--- src/logic/sd_cmd_pkg.sv ---
package sd_cmd_pkg;

    // Command frame geometry
    localparam int CMD_INDEX_W = 6;
    localparam int CMD_ARG_W = 32;
    localparam int CMD_FRAME_W = 48;
    localparam int CRC7_W = 7;

    // Start bit, transmission bit, index and argument, all covered by the CRC
    localparam int CMD_HDR_W = 2 + CMD_INDEX_W + CMD_ARG_W;
    localparam int FRAME_CNT_W = $clog2(CMD_FRAME_W + 1);

    // Fixed bits of the frame
    localparam logic START_BIT = 1'b0;
    localparam logic TX_BIT = 1'b1;
    localparam logic END_BIT = 1'b1;

    // x^7 + x^3 + 1, top term implied
    localparam logic [CRC7_W-1:0] CRC7_POLY = 7'h09;

    // Command queue
    localparam int QUEUE_DEPTH = 4;
    localparam int QUEUE_PTR_W = $clog2(QUEUE_DEPTH);
    localparam int QUEUE_CNT_W = $clog2(QUEUE_DEPTH + 1);
    localparam logic [QUEUE_PTR_W-1:0] QUEUE_LAST_PTR = QUEUE_PTR_W'(QUEUE_DEPTH - 1);
    localparam logic [QUEUE_CNT_W-1:0] QUEUE_FULL_CNT = QUEUE_CNT_W'(QUEUE_DEPTH);

    // SD clock divisor
    localparam int DIVISOR_W = 8;

    // One queue entry
    typedef struct packed {
        logic [CMD_INDEX_W-1:0] index;
        logic [CMD_ARG_W-1:0]   arg;
    } cmd_req_t;

endpackage

--- src/logic/sd_host_reg_pkg.sv ---
package sd_host_reg_pkg;

    localparam int REG_W = 32;
    localparam int ADDR_W = 8;

    // Register offsets
    localparam logic [ADDR_W-1:0] ARGUMENT_OFS = 8'h08;
    localparam logic [ADDR_W-1:0] COMMAND_OFS = 8'h0C;
    localparam logic [ADDR_W-1:0] DIVISOR_OFS = 8'h2C;
    localparam logic [ADDR_W-1:0] STATUS_OFS = 8'h30;
    localparam logic [ADDR_W-1:0] INT_ENABLE_OFS = 8'h34;

    // Status bits
    localparam int STATUS_W = 3;
    localparam int STAT_CMD_DONE = 0;
    localparam int STAT_OVERFLOW = 1;
    // Read only, mirrors the serializer
    localparam int STAT_CMD_BUSY = 2;

    // Command register layout
    typedef struct packed {
        logic [REG_W-sd_cmd_pkg::CMD_INDEX_W-1:0] rsvd;
        logic [sd_cmd_pkg::CMD_INDEX_W-1:0]       index;
    } cmd_word_t;

    // Divisor register layout
    typedef struct packed {
        logic [REG_W-sd_cmd_pkg::DIVISOR_W-1:0] rsvd;
        logic [sd_cmd_pkg::DIVISOR_W-1:0]       divisor;
    } div_word_t;

    // One register word, seen per target register
    typedef union packed {
        logic [sd_cmd_pkg::CMD_ARG_W-1:0] arg;
        cmd_word_t                        cmd;
        div_word_t                        div;
    } host_word_u;

endpackage

--- src/logic/sd_host_regs.sv ---
`timescale 1ns/1ns

module sd_host_regs (
    input  logic                                 s00_axi_aclk,
    input  logic                                 rst_n_i,
    input  logic                                 reg_we_i,
    input  logic [sd_host_reg_pkg::ADDR_W-1:0]   reg_addr_i,
    input  logic [sd_host_reg_pkg::REG_W-1:0]    reg_wdata_i,
    output logic [sd_host_reg_pkg::REG_W-1:0]    reg_rdata_o,
    output logic                                 push_o,
    output sd_cmd_pkg::cmd_req_t                 push_req_o,
    input  logic                                 full_i,
    input  logic                                 done_i,
    input  logic                                 busy_i,
    output logic [sd_cmd_pkg::DIVISOR_W-1:0]     divisor_o,
    output logic                                 interrupt_o
);

    sd_host_reg_pkg::host_word_u            wword;
    sd_host_reg_pkg::host_word_u            rword;
    logic [sd_cmd_pkg::CMD_ARG_W-1:0]       arg_q;
    logic [sd_cmd_pkg::DIVISOR_W-1:0]       div_q;
    logic [sd_host_reg_pkg::STATUS_W-1:0]   int_en_q;
    logic [sd_host_reg_pkg::STATUS_W-1:0]   status;
    logic [sd_host_reg_pkg::STATUS_W-1:0]   clr;
    logic                                   done_q;
    logic                                   ovf_q;
    logic                                   cmd_wr;

    assign wword = reg_wdata_i;
    assign cmd_wr = reg_we_i && (reg_addr_i == sd_host_reg_pkg::COMMAND_OFS);

    // New command goes out with the last written argument
    assign push_o = cmd_wr && !full_i;
    assign push_req_o = '{index: wword.cmd.index, arg: arg_q};

    // Write one to clear
    assign clr = (reg_we_i && reg_addr_i == sd_host_reg_pkg::STATUS_OFS) ?
                 reg_wdata_i[sd_host_reg_pkg::STATUS_W-1:0] : '0;

    always_ff @(posedge s00_axi_aclk) begin
        if (reg_we_i && reg_addr_i == sd_host_reg_pkg::ARGUMENT_OFS) begin
            arg_q <= wword.arg;
        end
    end

    always_ff @(posedge s00_axi_aclk or negedge rst_n_i) begin
        if (!rst_n_i) begin
            div_q <= '0;
            int_en_q <= '0;
            done_q <= 1'b0;
            ovf_q <= 1'b0;
        end else begin
            if (reg_we_i && reg_addr_i == sd_host_reg_pkg::DIVISOR_OFS) begin
                div_q <= wword.div.divisor;
            end
            if (reg_we_i && reg_addr_i == sd_host_reg_pkg::INT_ENABLE_OFS) begin
                int_en_q <= reg_wdata_i[sd_host_reg_pkg::STATUS_W-1:0];
            end
            // Set beats clear
            if (done_i) begin
                done_q <= 1'b1;
            end else if (clr[sd_host_reg_pkg::STAT_CMD_DONE]) begin
                done_q <= 1'b0;
            end
            if (cmd_wr && full_i) begin
                ovf_q <= 1'b1;
            end else if (clr[sd_host_reg_pkg::STAT_OVERFLOW]) begin
                ovf_q <= 1'b0;
            end
        end
    end

    always_comb begin
        status = '0;
        status[sd_host_reg_pkg::STAT_CMD_DONE] = done_q;
        status[sd_host_reg_pkg::STAT_OVERFLOW] = ovf_q;
        status[sd_host_reg_pkg::STAT_CMD_BUSY] = busy_i;
    end

    assign interrupt_o = |(status & int_en_q);
    assign divisor_o = div_q;

    // Readback mux
    always_comb begin
        rword = '0;
        case (reg_addr_i)
            sd_host_reg_pkg::ARGUMENT_OFS: rword.arg = arg_q;
            sd_host_reg_pkg::DIVISOR_OFS: rword.div.divisor = div_q;
            sd_host_reg_pkg::STATUS_OFS: rword.arg[sd_host_reg_pkg::STATUS_W-1:0] = status;
            sd_host_reg_pkg::INT_ENABLE_OFS: rword.arg[sd_host_reg_pkg::STATUS_W-1:0] = int_en_q;
            default: rword = '0;
        endcase
    end

    assign reg_rdata_o = rword;

endmodule

--- src/logic/sd_cmd_queue.sv ---
`timescale 1ns/1ns

module sd_cmd_queue (
    input  logic                 s00_axi_aclk,
    input  logic                 rst_n_i,
    input  logic                 push_i,
    input  sd_cmd_pkg::cmd_req_t push_req_i,
    input  logic                 pop_i,
    output sd_cmd_pkg::cmd_req_t head_o,
    output logic                 full_o,
    output logic                 empty_o
);

    sd_cmd_pkg::cmd_req_t               mem [sd_cmd_pkg::QUEUE_DEPTH];
    logic [sd_cmd_pkg::QUEUE_PTR_W-1:0] wr_ptr;
    logic [sd_cmd_pkg::QUEUE_PTR_W-1:0] rd_ptr;
    logic [sd_cmd_pkg::QUEUE_CNT_W-1:0] count;
    logic                               do_push;
    logic                               do_pop;

    assign full_o = (count == sd_cmd_pkg::QUEUE_FULL_CNT);
    assign empty_o = (count == '0);
    assign do_push = push_i && !full_o;
    assign do_pop = pop_i && !empty_o;

    assign head_o = mem[rd_ptr];

    always_ff @(posedge s00_axi_aclk) begin
        if (do_push) begin
            mem[wr_ptr] <= push_req_i;
        end
    end

    always_ff @(posedge s00_axi_aclk or negedge rst_n_i) begin
        if (!rst_n_i) begin
            wr_ptr <= '0;
            rd_ptr <= '0;
            count <= '0;
        end else begin
            if (do_push) begin
                wr_ptr <= (wr_ptr == sd_cmd_pkg::QUEUE_LAST_PTR) ? '0 : wr_ptr + 1'b1;
            end
            if (do_pop) begin
                rd_ptr <= (rd_ptr == sd_cmd_pkg::QUEUE_LAST_PTR) ? '0 : rd_ptr + 1'b1;
            end
            // Push and pop together leave the count alone
            case ({do_push, do_pop})
                2'b10: count <= count + 1'b1;
                2'b01: count <= count - 1'b1;
                default: count <= count;
            endcase
        end
    end

endmodule

--- src/logic/sd_cmd_serial.sv ---
`timescale 1ns/1ns

module sd_cmd_serial (
    input  logic                             s00_axi_aclk,
    input  logic                             rst_n_i,
    input  logic [sd_cmd_pkg::DIVISOR_W-1:0] divisor_i,
    input  logic                             empty_i,
    input  sd_cmd_pkg::cmd_req_t             head_i,
    output logic                             pop_o,
    output logic                             done_o,
    output logic                             busy_o,
    output logic                             sd_clk_o,
    output logic                             sd_cmd_o,
    output logic                             sd_cmd_oe_o
);

    logic [sd_cmd_pkg::DIVISOR_W-1:0]   div_q;
    logic [sd_cmd_pkg::DIVISOR_W-1:0]   div_cnt;
    logic                               sd_clk_q;
    logic                               tick;
    logic                               fall;
    logic                               busy_q;
    logic                               done_q;
    logic                               cmd_q;
    logic                               oe_q;
    logic [sd_cmd_pkg::FRAME_CNT_W-1:0] bit_idx;
    logic [sd_cmd_pkg::CRC7_W-1:0]      crc_q;
    logic [sd_cmd_pkg::CRC7_W-1:0]      crc_shift;
    logic                               crc_fb;
    sd_cmd_pkg::cmd_req_t               req_q;
    logic [sd_cmd_pkg::CMD_HDR_W-1:0]   hdr;
    logic                               in_hdr;
    logic                               in_crc;
    logic                               last;
    logic                               cur_bit;

    // Half period is div_q + 1 system clocks
    assign tick = (div_cnt >= div_q);
    assign fall = tick && sd_clk_q;

    assign pop_o = !busy_q && !empty_i;

    assign hdr = {sd_cmd_pkg::START_BIT, sd_cmd_pkg::TX_BIT, req_q.index, req_q.arg};
    assign in_hdr = (bit_idx < sd_cmd_pkg::CMD_HDR_W);
    assign in_crc = !in_hdr && (bit_idx < sd_cmd_pkg::CMD_HDR_W + sd_cmd_pkg::CRC7_W);
    assign last = (bit_idx == sd_cmd_pkg::CMD_FRAME_W);

    // Next bit on the line, MSB first
    always_comb begin
        if (in_hdr) begin
            cur_bit = hdr[sd_cmd_pkg::CMD_HDR_W - 1 - bit_idx];
        end else if (in_crc) begin
            cur_bit = crc_q[sd_cmd_pkg::CRC7_W-1];
        end else begin
            cur_bit = sd_cmd_pkg::END_BIT;
        end
    end

    assign crc_shift = {crc_q[sd_cmd_pkg::CRC7_W-2:0], 1'b0};
    assign crc_fb = cur_bit ^ crc_q[sd_cmd_pkg::CRC7_W-1];

    // Free running SD clock
    always_ff @(posedge s00_axi_aclk or negedge rst_n_i) begin
        if (!rst_n_i) begin
            div_q <= '0;
            div_cnt <= '0;
            sd_clk_q <= 1'b0;
        end else begin
            if (!busy_q) begin
                div_q <= divisor_i;
            end
            if (tick) begin
                div_cnt <= '0;
                sd_clk_q <= ~sd_clk_q;
            end else begin
                div_cnt <= div_cnt + 1'b1;
            end
        end
    end

    always_ff @(posedge s00_axi_aclk) begin
        if (pop_o) begin
            req_q <= head_i;
        end
    end

    // Frame sequencer, one bit per falling edge
    always_ff @(posedge s00_axi_aclk or negedge rst_n_i) begin
        if (!rst_n_i) begin
            busy_q <= 1'b0;
            done_q <= 1'b0;
            cmd_q <= 1'b1;
            oe_q <= 1'b0;
            bit_idx <= '0;
            crc_q <= '0;
        end else begin
            done_q <= 1'b0;
            if (pop_o) begin
                busy_q <= 1'b1;
                bit_idx <= '0;
                crc_q <= '0;
            end else if (busy_q && fall) begin
                if (last) begin
                    busy_q <= 1'b0;
                    done_q <= 1'b1;
                    oe_q <= 1'b0;
                    cmd_q <= 1'b1;
                end else begin
                    cmd_q <= cur_bit;
                    oe_q <= 1'b1;
                    bit_idx <= bit_idx + 1'b1;
                    // CRC runs over the header, then shifts itself out
                    if (in_hdr) begin
                        crc_q <= crc_shift ^ (crc_fb ? sd_cmd_pkg::CRC7_POLY : '0);
                    end else begin
                        crc_q <= crc_shift;
                    end
                end
            end
        end
    end

    assign done_o = done_q;
    assign busy_o = busy_q;
    assign sd_clk_o = sd_clk_q;
    assign sd_cmd_o = cmd_q;
    assign sd_cmd_oe_o = oe_q;

endmodule

--- src/logic/sd_cmd_ctrl.sv ---
`timescale 1ns/1ns

module sd_cmd_ctrl (
    input  logic                               s00_axi_aclk,
    input  logic                               rst_n_i,
    input  logic                               reg_we_i,
    input  logic [sd_host_reg_pkg::ADDR_W-1:0] reg_addr_i,
    input  logic [sd_host_reg_pkg::REG_W-1:0]  reg_wdata_i,
    output logic [sd_host_reg_pkg::REG_W-1:0]  reg_rdata_o,
    output logic                               sd_clk_o,
    output logic                               sd_cmd_o,
    output logic                               sd_cmd_oe_o,
    output logic                               interrupt_o
);

    logic                             push;
    sd_cmd_pkg::cmd_req_t             push_req;
    logic                             full;
    logic                             empty;
    sd_cmd_pkg::cmd_req_t             head;
    logic                             pop;
    logic                             done;
    logic                             busy;
    logic [sd_cmd_pkg::DIVISOR_W-1:0] divisor;

    sd_host_regs sd_host_regs_i (
        .s00_axi_aclk (s00_axi_aclk),
        .rst_n_i      (rst_n_i),
        .reg_we_i     (reg_we_i),
        .reg_addr_i   (reg_addr_i),
        .reg_wdata_i  (reg_wdata_i),
        .reg_rdata_o  (reg_rdata_o),
        .push_o       (push),
        .push_req_o   (push_req),
        .full_i       (full),
        .done_i       (done),
        .busy_i       (busy),
        .divisor_o    (divisor),
        .interrupt_o  (interrupt_o)
    );

    sd_cmd_queue sd_cmd_queue_i (
        .s00_axi_aclk (s00_axi_aclk),
        .rst_n_i      (rst_n_i),
        .push_i       (push),
        .push_req_i   (push_req),
        .pop_i        (pop),
        .head_o       (head),
        .full_o       (full),
        .empty_o      (empty)
    );

    sd_cmd_serial sd_cmd_serial_i (
        .s00_axi_aclk (s00_axi_aclk),
        .rst_n_i      (rst_n_i),
        .divisor_i    (divisor),
        .empty_i      (empty),
        .head_i       (head),
        .pop_o        (pop),
        .done_o       (done),
        .busy_o       (busy),
        .sd_clk_o     (sd_clk_o),
        .sd_cmd_o     (sd_cmd_o),
        .sd_cmd_oe_o  (sd_cmd_oe_o)
    );

endmodule

--- config.mk ---
export PLATFORM = sky130hd
export DESIGN_NAME = sd_cmd_ctrl
export DESIGN_NICKNAME = d
export VERILOG_FILES = /design/src/logic/sd_cmd_pkg.sv /design/src/logic/sd_host_reg_pkg.sv /design/src/logic/sd_host_regs.sv /design/src/logic/sd_cmd_queue.sv /design/src/logic/sd_cmd_serial.sv /design/src/logic/sd_cmd_ctrl.sv
export SDC_FILE = /design/constraint.sdc
export NUM_CORES = 1
export LEC_CHECK = 0
export BUFFER_PORTS_ARGS = -buffer_cell sky130_fd_sc_hd__clkbuf_2
export CAP_MARGIN = 10
export CORE_MARGIN = 3
export CORE_UTILIZATION = 40
export DETAILED_ROUTE_END_ITERATION = 16
export SYNTH_ARGS = -nofsm -noshare
export SYNTH_HDL_FRONTEND = slang
export SYNTH_SLANG_ARGS = --single-unit
--- constraint.sdc ---
create_clock -name s00_axi_aclk -period 7.52 [get_ports s00_axi_aclk]
set_clock_uncertainty 0.1 [all_clocks]
set_input_delay 0.752 -clock s00_axi_aclk [delete_from_list [all_inputs] [get_ports s00_axi_aclk]]
set_output_delay 0.752 -clock s00_axi_aclk [all_outputs]
set_load 0.02 [all_outputs]
==> run summary, run 1 <==
* 73.2% — sequential share of the synthesized area
* 11000 um^2 — netlist area before placement
* 12.1% — proportion of synthesized area in mux cells
* false — RSZ-0062 raised after global routing
* 17.9 um^2 — Avg Inst Size Synth
* 30.4% — share of final-layout standard cells stronger than drive strength 1
* 0.53 ns — Clock Latency Late Sink
* 19900 um — drt total wl
* 16.5% — area growth from synthesis to layout
* 0 — endpoints failing setup
* sky130_fd_sc_hd__clkbuf_2 — Most Frequent Cell on Critical Path
* 18.8 um — average wire per cell in the routed design
* 0 — remaining design rule violation count
* 0 — total count of hold-check failures in the final report
* 32100 um — first-pass GRT wire length
* 3 — buffer levels on the longest clock path
* 1 — H-tree lvl count
* yes — TritonCTS clock tree
* sky130_fd_sc_hd__edfxtp_1 (222), sky130_fd_sc_hd__dfrtp_1 (53), sky130_fd_sc_hd__mux4_2 (42) — commonest cells in the synthesized netlist
* 0 — antenna-violating nets left
* 276 — Clock Sinks
* 356 — Detailed Route Iter0 Violations
* 0.06 ns — Clock transition at path regs
* 7 — cell count along the critical path
* 128 uV — maximum vdd drop
* 28 — total CTS buffers
* 2.69 ns — arrival time worst endpoint
* 0 — number of max-capacitance violations reported
* 3 — buffers plus inverters on the worst setup path
* 29400 um^2 — die area
* 3.62% — Compound-Gate Fraction of Synth Area
* 1.04% — share of the synthesized netlist area taken by xor and xnor gates
* 674 — Post-Syn Nets
* 0 — hold buffer count at CTS
* 0 — GRT overflow
* simple AND/OR/NAND/NOR gates — family with the most delay on the worst path
* 55 — largest net degree at the start of global routing
* 0.282 GHz — Max Fclk
* 6.67 ns — data required time at the worst endpoint
* 4.66 nW — reported leakage power
* 5485 — total number of vias
* 7 — Worst R2R Path Depth
* 12800 um^2 — final instance area
* 60.8% — area fraction of the dominant cell type after synthesis
* completed — status
* sky130_fd_sc_hd__edfxtp_1 — area leader, netlist
* 12300 um — Final HPWL DP
* primary output — element type at the critical path end
* 59 — row count
* 11700 um^2 — Placed Area
* primary input — type of origin of the critical path
* 0 — post-cts gate resize count
* 0 — Post CTS Setup Buffer Count
* sky130_fd_sc_hd__or4_4 — highest-delay cell along the critical path
* 5.78% — basic-gate share of the synthesized area counting and, or, nand and nor cells
* 172 um — Die W
* 0 — Ant. Diodes
* 79 — number of I/O pins
* 3.54 ns — final critical-path required period
* sky130_fd_sc_hd__edfxtp_1 — top flip-flop cell by instance count after synthesis
* 1.09 ns — worst slew pin tran
* sky130_fd_sc_hd__edfxtp_1 — most common cell in the netlist
* 41.4% — starting utilization of the core area
* 314 nW/um^2 — power per cell area
* 276 — flops & latches, synth
* multiplexers — combinational family with the most area after synthesis
* 51 — count of cell types in the netlist
* 0 ns — setup TNS
* 0.847 — RD Place Congestion
* 0 — number of warnings issued by yosys
* 172 um — die height
* clkbuf_2 -> or4_4 -> or3b_4 -> nor3_4 -> buf_4 -> and2_1 -> clkbuf_2 — cell breakdown of the critical path
* 2.35% — adder-cell share of the synthesized area
* sky130_fd_sc_hd__clkbuf_16 — master cell of the clock root buffer
* primary input to async pin — class of the tightest hold or removal check
* 611 — post-synthesis cell count
* 26500 um^2 — Std-Cell Core Area
* 5.18 — Vias/cell
* 0 — Max Transition Viols Final
* 5908 — vias in the first global route
* 765 — post-layout net count
* 78 — Port Buffers
* 0 — antenna violations before repair
* 33 — largest fanout of any net on the critical path
* 47.1% — Period Utilization, post-route
* 0.57 ns — slowest stage delay, CP
* 27.1% — worst max-slew margin expressed relative to the limit
* primary input to primary output — worst setup path class
* 222 — count of flip-flops with a built-in enable after synthesis
* sky130_fd_sc_hd__edfxtp_1 (61%), sky130_fd_sc_hd__dfrtp_1 (12%), sky130_fd_sc_hd__mux4_2 (8.6%) — synth top area cells
* 13.9% — GRT Overall Usage
* 19.6% — Async S/R FF share, synth
* 4 — number of search-and-repair iterations in the first detailed-routing pass
[through the flow]
step / total power [mW] / hold WS, ns / setup slack [ns] / utilization, % / std cells
after floorplan: 2.36 / 0.304 / 3.84 / - / 611
after global placement: 2.51 / 0.331 / 3.78 / 44.3 / 1007
after detailed placement: 2.54 / 0.321 / 3.69 / 44.3 / 1007
after CTS: 4.06 / 0.265 / 3.96 / 48.2 / 1059
after global routing: 4.20 / 0.265 / 3.88 / 48.2 / 1059
final: 4.01 / 0.265 / 3.98 / 48.2 / 1059
[where the power goes]
part | internal, mW | switching [mW]
clock network | 0.947 | 0.570
registers | 1.73 | 0.0936
logic | 0.341 | 0.329
total | 3.02 | 0.993
[placed cells by master, fill, tap and decap left out, types with 5 or more instances in the layout]
cell                        netlist  final
sky130_fd_sc_hd__nor3_1           5      5
sky130_fd_sc_hd__and2_2           0      5
sky130_fd_sc_hd__bufinv_16        0      7
sky130_fd_sc_hd__edfxtp_1       222    222
sky130_fd_sc_hd__a21oi_1         12     12
sky130_fd_sc_hd__nor2b_1          5      5
sky130_fd_sc_hd__mux2_2          30     30
sky130_fd_sc_hd__xnor2_1          5      5
sky130_fd_sc_hd__nand3_1         14     14
sky130_fd_sc_hd__a22o_1           5      5
sky130_fd_sc_hd__xor2_1           8      8
sky130_fd_sc_hd__clkbuf_16        0     28
sky130_fd_sc_hd__nor2_1          17     17
sky130_fd_sc_hd__dfrtp_1         53     52
sky130_fd_sc_hd__inv_1           30     30
sky130_fd_sc_hd__and2_1          30     25
sky130_fd_sc_hd__nor4_1           5      5
sky130_fd_sc_hd__clkbuf_2         0     78
sky130_fd_sc_hd__mux4_2          42     42
sky130_fd_sc_hd__ha_1            19     19
sky130_fd_sc_hd__nand2_1         16     16
sky130_fd_sc_hd__buf_4            1      6
sky130_fd_sc_hd__nand2b_1         5      5
sky130_fd_sc_hd__o21ai_0         15     15
[area by class of cell]
cell class	instances	area (um^2)
Fill cell	2172	13700
Sequential cell	276	8020
Multi-Input combinational cell	281	2740
Clock buffer	31	732
Timing Repair Buffer	84	435
Tap cell	335	419
Clock inverter	21	310
Inverter	31	116
[flip-flops by register name, indices dropped and copies added, names as in the netlist, 6 cells and up]
| signal | flops |
|---|---|
| sd_cmd_queue_i.mem | 152 |
| sd_cmd_serial_i.bit_idx | 6 |
| sd_cmd_serial_i.crc_q | 7 |
| sd_cmd_serial_i.div_cnt | 8 |
| sd_cmd_serial_i.div_q | 8 |
| sd_cmd_serial_i.hdr | 38 |
| sd_host_regs_i.arg_q | 32 |
| sd_host_regs_i.divisor_o | 8 |
[cells by family (layout without fill, tap and decap cells)]
| family | after synthesis | after routing |
|---|---|---|
| buffers and inverters | 54 | 167 |
| adders and majority gates | 20 | 20 |
| muxes | 76 | 76 |
| AOI/OAI and AO/OA | 57 | 57 |
| and+or+nand+nor | 115 | 115 |
| xor gates and xnor gates | 13 | 13 |
| DFF | 276 | 276 |
[per-layer routing]
metal	GRT usage, %	vias to the layer above	routed length (um)
met3	1.84	31	695
met5	0	-	0
met1	18.9	2808	8670
met2	23.9	102	10200
met4	3.81	0	377
li1	-	2544	-
[worst reg2reg max path: stages, from the launching register on]
cell                       delay (ns)
sky130_fd_sc_hd__dfrtp_1         1.06
sky130_fd_sc_hd__mux4_2          0.66
sky130_fd_sc_hd__mux2i_1         0.20
sky130_fd_sc_hd__a221oi_1        0.15
sky130_fd_sc_hd__and3_1          0.21
sky130_fd_sc_hd__nor3_1          0.28
sky130_fd_sc_hd__xnor2_1         0.15
sky130_fd_sc_hd__o21ai_0         0.08
[path summary, 6_finish.rpt]
kind,from,to,slack (ns)
setup / recovery,reg_addr_i[1],reg_rdata_o[10],3.98
hold / removal,rst_n_i,sd_host_regs_i.int_en_q[2],0.26
setup reg to reg,sd_cmd_serial_i.bit_idx[0],sd_cmd_serial_i.crc_q[3],4.51
hold reg to reg,sd_cmd_serial_i.done_o,sd_host_regs_i.done_q,0.34
max in group asynchronous,rst_n_i,sd_cmd_queue_i.rd_ptr[0],6.53
min in group s00_axi_aclk,reg_wdata_i[18],sd_host_regs_i.arg_q[18],0.29
(Power assumes the default switching activity.)
==> run 2, diff against run 1 <==
Clock period 7.52 ns to 3.4 ns, I/O delays scaled along.
==> run 2 against run 1 <==
Effect of this change: flip-flop and latch count unchanged; count of clock-buffer cells in the layout increased by 6; cell count increased by 3.8%; first-iteration DRC count decreased by 10%; via count increased by 2.8%; critical path depth increased by 1; largest power group unchanged.
==> run summary, run 2 (same netlist as run 1, synthesis figures left out) <==
* 0 — number of max-capacitance violations reported, unchanged
* sd_cmd_queue_i.mem — largest register by flop count
* 29.1% — share of final-layout standard cells stronger than drive strength 1, -1.3 points
* 0.430 ns — pre-CTS setup slack, -3.26 ns
* 0.55 ns — Clock Latency Late Sink, +0.02 ns
* 33300 um — first-pass GRT wire length, +3.6%
* 805 — post-layout net count, +5.2%
* 26500 um^2 — Std-Cell Core Area, unchanged
* 0 ns — setup TNS, unchanged
* 45 — largest net degree at the start of global routing, -18%
* 662 nW/um^2 — power per cell area, +110%
* 1.07 ns — worst slew pin tran, -0.0252 ns
* completed — status
* 0 — post-cts gate resize count, unchanged
* sky130_fd_sc_hd__edfxtp_1 (222), sky130_fd_sc_hd__clkbuf_2 (78), sky130_fd_sc_hd__dfrtp_1 (52) — commonest cells after routing, fill and taps aside
* 152 — max FFs per register, unchanged
* 0 — total count of hold-check failures in the final report, unchanged
* 59 — row count, unchanged
* primary input to register — class of the tightest hold or removal check
* 0 — Post CTS Setup Buffer Count, unchanged
* register — element type at the critical path end
* 0.515 ns — Worst Slack Setup Final, -3.46 ns
* 5962 — vias in the first global route, +0.91%
* 31 — hold buffer count at CTS, +31
* 3.69 ns — data required time at the worst endpoint, -2.98 ns
* 28.8% — worst max-slew margin expressed relative to the limit, +1.7 points
* 84.8% — Period Utilization, post-route
* 3.17 ns — arrival time worst endpoint, +0.48 ns
* 14 — largest fanout of any net on the critical path, -58%
* 172 um — die height, unchanged
* 4.82 nW — reported leakage power, +3.5%
* 0.804 — RD Place Congestion, -5.1%
* 0 — remaining design rule violation count, unchanged
* 5.13 — Vias/cell, -0.97%
* 13100 um — Final HPWL DP, +6.5%
* sky130_fd_sc_hd__clkbuf_16 — master cell of the clock root buffer
* 0 — antenna violations before repair, unchanged
* 5637 — total number of vias, +2.8%
* 79 — number of I/O pins, unchanged
* 2.88 ns — final critical-path required period
* yes — TritonCTS clock tree
* 0 — Max Transition Viols Final, unchanged
* register — type of origin of the critical path
* 29400 um^2 — die area, unchanged
* sky130_fd_sc_hd__edfxtp_1 — commonest non-fill, non-tap cell in the layout
* 0.06 ns — Clock transition at path regs, about the same
* 0 — antenna-violating nets left, unchanged
* 14.4% — GRT Overall Usage, +0.51 points
* 1 — H-tree lvl count, unchanged
* 78 — Port Buffers, unchanged
* 320 — Detailed Route Iter0 Violations, -10%
* 41.4% — starting utilization of the core area, unchanged
* 276 — Clock Sinks, unchanged
* register to register — worst setup path class
* 0 — GRT overflow, unchanged
* 0 — Ant. Diodes, unchanged
* 20800 um — drt total wl, +4.5%
* false — RSZ-0062 raised after global routing
* 18.9 um — average wire per cell in the routed design, +0.68%
* 172 um — Die W, unchanged
* 0.347 GHz — Max Fclk
* 351 uV — maximum vdd drop, +170%
* 3 — buffer levels on the longest clock path, unchanged
* 0 — endpoints failing setup, unchanged
* 29 — total CTS buffers, +3.6%
* 19.9% — area growth from synthesis to layout
* 4 — number of search-and-repair iterations in the first detailed-routing pass, unchanged
[run 2: cell count changes in the layout (fill, tap and decap cells not counted), sizes merged, moves of 2 or more]
cell,delta
buf,+8
bufinv,-4
clkbuf,+6
clkinv,+2
clkinvlp,-4
dlygate4sd3,+31
[run 2: critical path, cell delays in order (launching register included)]
cell and delay [ns]:
sky130_fd_sc_hd__dfrtp_1 0.72, sky130_fd_sc_hd__buf_4 0.29, sky130_fd_sc_hd__mux2_2 0.36, sky130_fd_sc_hd__a221oi_1 0.33, sky130_fd_sc_hd__a221oi_1 0.16, sky130_fd_sc_hd__and3_1 0.22
sky130_fd_sc_hd__nor3_1 0.29, sky130_fd_sc_hd__xnor2_1 0.16, sky130_fd_sc_hd__o21ai_0 0.09
[run 2: worst paths after layout]
| kind | from | depth (start not counted) | endpoint | slack (ns) |
|---|---|---|---|---|
| setup / recovery | sd_cmd_serial_i.bit_idx[0] | 8 | sd_cmd_serial_i.crc_q[3] | 0.52 |
| setup reg to reg | sd_cmd_serial_i.bit_idx[0] | 8 | sd_cmd_serial_i.crc_q[3] | 0.52 |
| hold / removal | reg_wdata_i[0] | 1 | sd_host_regs_i.arg_q[0] | 0.03 |
| max in group asynchronous | rst_n_i | 3 | sd_cmd_serial_i.sd_cmd_o | 1.91 |
| min in group asynchronous | rst_n_i | 2 | sd_host_regs_i.int_en_q[2] | 0.42 |
| hold reg to reg | sd_cmd_serial_i.done_o | 1 | sd_host_regs_i.done_q | 0.36 |
[run 2: report_power, final]
part,total (mW),internal [mW],switching [mW]
Sequential,4.11,3.82,0.289
Combinational,1.49,0.812,0.681
Clock,3.09,1.85,1.25
[run 2: metal layers]
metal,share of wire [%],track usage [%],wire [um]
met1,43,19.3,8950
met4,1.6,3.29,327
met3,3.7,2.28,769
met5,0,0,0
met2,52,25.1,10800
[run 2: layout make-up]
| type | count | area, um^2 |
|---|---|---|
| inverters | 31 | 116 |
| flip-flops and latches | 276 | 8020 |
| clock inverters | 16 | 174 |
| repair buffers | 123 | 893 |
| clock buffers | 37 | 776 |
| well taps | 335 | 419 |
| fillers | 2122 | 13400 |
| multi-input cells | 281 | 2740 |
[run 2: metrics by stage]
step                total power [mW]  instance area [um^2]  instances  utilization (%)  hold WS, ns
detailed placement              5.67                 11900       1015             44.8        0.324
CTS                             8.81                 13100       1099             49.6       0.0153
finish                          8.69                 13100       1099             49.6       0.0262
global placement                5.60                 11900       1015             44.8        0.322
floorplan                       5.23                 11000        611                -      -0.0556
global route                    9.12                 13100       1099             49.6       0.0316
==> run 3, diff against run 2 <==
Clock period 3.4 ns to 2.86 ns, I/O delays scaled along.
==> run 3 against run 2 <==
Effect of this change: hold slack gained 0.064 ns; flip-flop and latch count did not move; non-clock buffer count increased by 16; cell area is 1.1% higher; setup slack got worse by 0.25 ns; via count increased by 2.8%; critical path depth increased by 1; utilization rose by 0.53 points; clock power increased by 15%; global-route usage up 0.38 points; combinational power grew 36%; highest routed layer unchanged.
==> run summary, run 3 (same netlist as run 1, synthesis figures left out) <==
* 26500 um^2 — Std-Cell Core Area, unchanged
* 19.6% — combinational fraction of design power, +2.4 points
* 1 — H-tree lvl count, unchanged
* 0 — Ant. Diodes, unchanged
* 4 — number of search-and-repair iterations in the first detailed-routing pass, unchanged
* 0 — antenna-violating nets left, unchanged
* 0.27 ns — internal reg-to-reg setup slack, -0.25 ns
* 34100 um — first-pass GRT wire length, +2.4%
* sky130_fd_sc_hd__edfxtp_1 (222), sky130_fd_sc_hd__clkbuf_2 (78), sky130_fd_sc_hd__dfrtp_1 (52) — commonest cells after routing, fill and taps aside
* sky130_fd_sc_hd__edfxtp_1 — commonest non-fill, non-tap cell in the layout
* 3.16 ns — data required time at the worst endpoint, -0.53 ns
* 0 ns — setup TNS, unchanged
* 0.0324 ns — pre-CTS setup slack, -0.397 ns
* register — type of origin of the critical path
* 51.1% — worst max-slew margin expressed relative to the limit, +22 points
* 25.4% — Switching Fraction, -0.068 points
* register to register — worst setup path class
* sd_cmd_serial_i.bit_idx[4] — beginning of the worst register-to-register path
* sd_host_regs_i.done_q — Hold Path Sink
* 7 — largest fanout of any net on the critical path, -7
* 7.66 mW — cell internal power dissipation, +18%
* 0 — remaining design rule violation count, unchanged
* 18.9 um — average wire per cell in the routed design, about the same
* 21.1% — area growth from synthesis to layout
* 9 — Worst R2R Path Depth, +1
* 10.3 mW — overall power after layout, +18%
* 14000 um — Final HPWL DP, +6.9%
* sd_cmd_queue_i.mem — largest register by flop count
* 13300 um^2 — final instance area, +1.1%
* sd_cmd_serial_i.crc_q[3] — worst reg2reg path endpoint
* 25.5% — met2 capacity usage during global routing, +0.40 points
* 172 um — Die W, unchanged
* met2 — most congested layer reported by global routing
* 50.1% — post-layout utilization of the core, +0.53 points
* 820 — post-layout net count, +1.9%
* completed — status
* sky130_fd_sc_hd__clkbuf_16 — master cell of the clock root buffer
* 0 — Max Transition Viols Final, unchanged
* 2.59 ns — final critical-path required period, -0.294 ns
* 2.61 mW — Switch Pwr, +18%
* 4.88 nW — reported leakage power, +1.1%
* 14.8% — GRT Overall Usage, +0.38 points
* reg_addr_i[3] — origin of the worst min-delay path
* 45.9% — power share of the sequential group, -1.4 points
* 0.386 GHz — Max Fclk, +11%
* 4 — Worst Hold Path Cells, +3
* 34.5% — clock network fraction of design power, -1.0 points
* 29.7% — share of final-layout standard cells stronger than drive strength 1, +0.60 points
* 20.0% — met1 GRT Util, +0.68 points
* 79 — number of I/O pins, unchanged
* 41.4% — starting utilization of the core area, unchanged
* 78 — Port Buffers, unchanged
* 0.733 ns — worst slew pin tran, -0.335 ns
* 2.89 ns — arrival time worst endpoint, -0.28 ns
* 3 — buffer levels on the longest clock path, unchanged
* 774 nW/um^2 — power per cell area, +17%
* 5796 — total number of vias, +2.8%
* 0 — number of max-capacitance violations reported, unchanged
* 21100 um — drt total wl, +1.3%
* 29400 um^2 — die area, unchanged
* register — element type at the critical path end
* 483 uV — maximum vdd drop, +38%
* 0.788 — RD Place Congestion, -1.9%
* 28 — total CTS buffers, -3.4%
* primary input to register — class of the tightest hold or removal check
* 0.269 ns — Worst Slack Setup Final, -0.246 ns
* 518 — Detailed Route Iter0 Violations, +62%
* 2.32% — GR Layer Usage met3, +0.046 points
* false — RSZ-0062 raised after global routing
* 172 um — die height, unchanged
* 12000 um^2 — Placed Area, +1.3%
* 6090 — vias in the first global route, +2.1%
* yes — TritonCTS clock tree
* 0 — GRT overflow, unchanged
* 152 — max FFs per register, unchanged
* 59 — row count, unchanged
* 2158 — number of fillers in the final layout, +1.7%
* 5.20 — Vias/cell, +1.4%
* 0.06 ns — Clock transition at path regs, about the same
* 55 — largest net degree at the start of global routing, +22%
* 0 — antenna violations before repair, unchanged
* 276 — Clock Sinks, unchanged
* 0 — total count of hold-check failures in the final report, unchanged
* 0.54 ns — Clock Latency Late Sink, about the same
* 0 — endpoints failing setup, unchanged
* 90.6% — Period Utilization, post-route, +5.7 points
[run 3: changes by cell type in the layout (fill, tap and decap cells not counted), sizes merged]
cell / previous run / this run
clkinvlp: 0 / 1
dlygate4sd3: 31 / 33
clkinv: 11 / 13
inv: 33 / 30
buf: 14 / 28
clkbuf: 115 / 114
[run 3: power groups by stage]
| stage | registers [mW] | clock network (mW) | logic, mW |
|---|---|---|---|
| after floorplan | 4.75 | 0 | 1.46 |
| after global placement | 4.79 | 0 | 1.96 |
| after detailed placement | 4.79 | 0 | 2.01 |
| after CTS | 4.71 | 3.65 | 2.05 |
| after global routing | 4.74 | 3.82 | 2.24 |
| final | 4.72 | 3.54 | 2.02 |
[run 3: area by class of cell]
cell class,count,area (um^2),share of cell area [%]
sequential,276,8020,60.4
multi-input combinational,281,2740,20.6
timing repair buffer,139,1070,8.05
clock buffer,36,741,5.58
tap,335,419,3.16
clock inverter,16,170,1.28
inverter,31,120,0.905
[run 3: per-stage QoR]
step / hold slack, ns / instances
floorplan: -0.110 / 611
global placement: 0.362 / 1029
detailed placement: 0.361 / 1029
CTS: 0.0681 / 1114
global route: 0.0989 / 1114
finish: 0.0905 / 1114
[run 3: how the worst max path moves through the flow]
stage,startpoint,slack (ns),cells after the start,endpoint
after floorplan,reg_addr_i[1],0.03,6,sd_host_regs_i.arg_q[0]
after global placement,reg_addr_i[1],0.07,12,sd_cmd_queue_i.count[2]
after detailed placement,reg_addr_i[1],0.03,10,sd_cmd_queue_i.count[1]
after CTS,sd_cmd_serial_i.bit_idx[4],0.29,9,sd_cmd_serial_i.crc_q[3]
after global routing,sd_cmd_serial_i.div_cnt[0],0.10,10,sd_cmd_serial_i.bit_idx[2]
final,sd_cmd_serial_i.bit_idx[4],0.27,9,sd_cmd_serial_i.crc_q[3]
[run 3: what timing repair did]
item / CTS / global route
buffers inserted: 0 / 0
hold buffers: 33 / 0
resized for setup: 0 / 0
endpoints found under the setup margin: 0 / 0
endpoints found under the hold margin: 110 / 0
[run 3: critical path, stage by stage (launching register included)]
cell	delay, ns
sky130_fd_sc_hd__dfrtp_1	0.46
sky130_fd_sc_hd__inv_1	0.07
sky130_fd_sc_hd__ha_1	0.32
sky130_fd_sc_hd__or2_2	0.33
sky130_fd_sc_hd__a221oi_1	0.25
sky130_fd_sc_hd__a221oi_1	0.16
sky130_fd_sc_hd__and3_1	0.21
sky130_fd_sc_hd__nor3_1	0.32
sky130_fd_sc_hd__xnor2_1	0.16
sky130_fd_sc_hd__o21ai_0	0.08
[run 3: layer usage]
layer | share of wire (%) | up-vias
met4 | 1.8 | 0
met1 | 43 | 2999
met5 | 0 | -
met2 | 52 | 118
met3 | 3.7 | 29
li1 | - | 2650
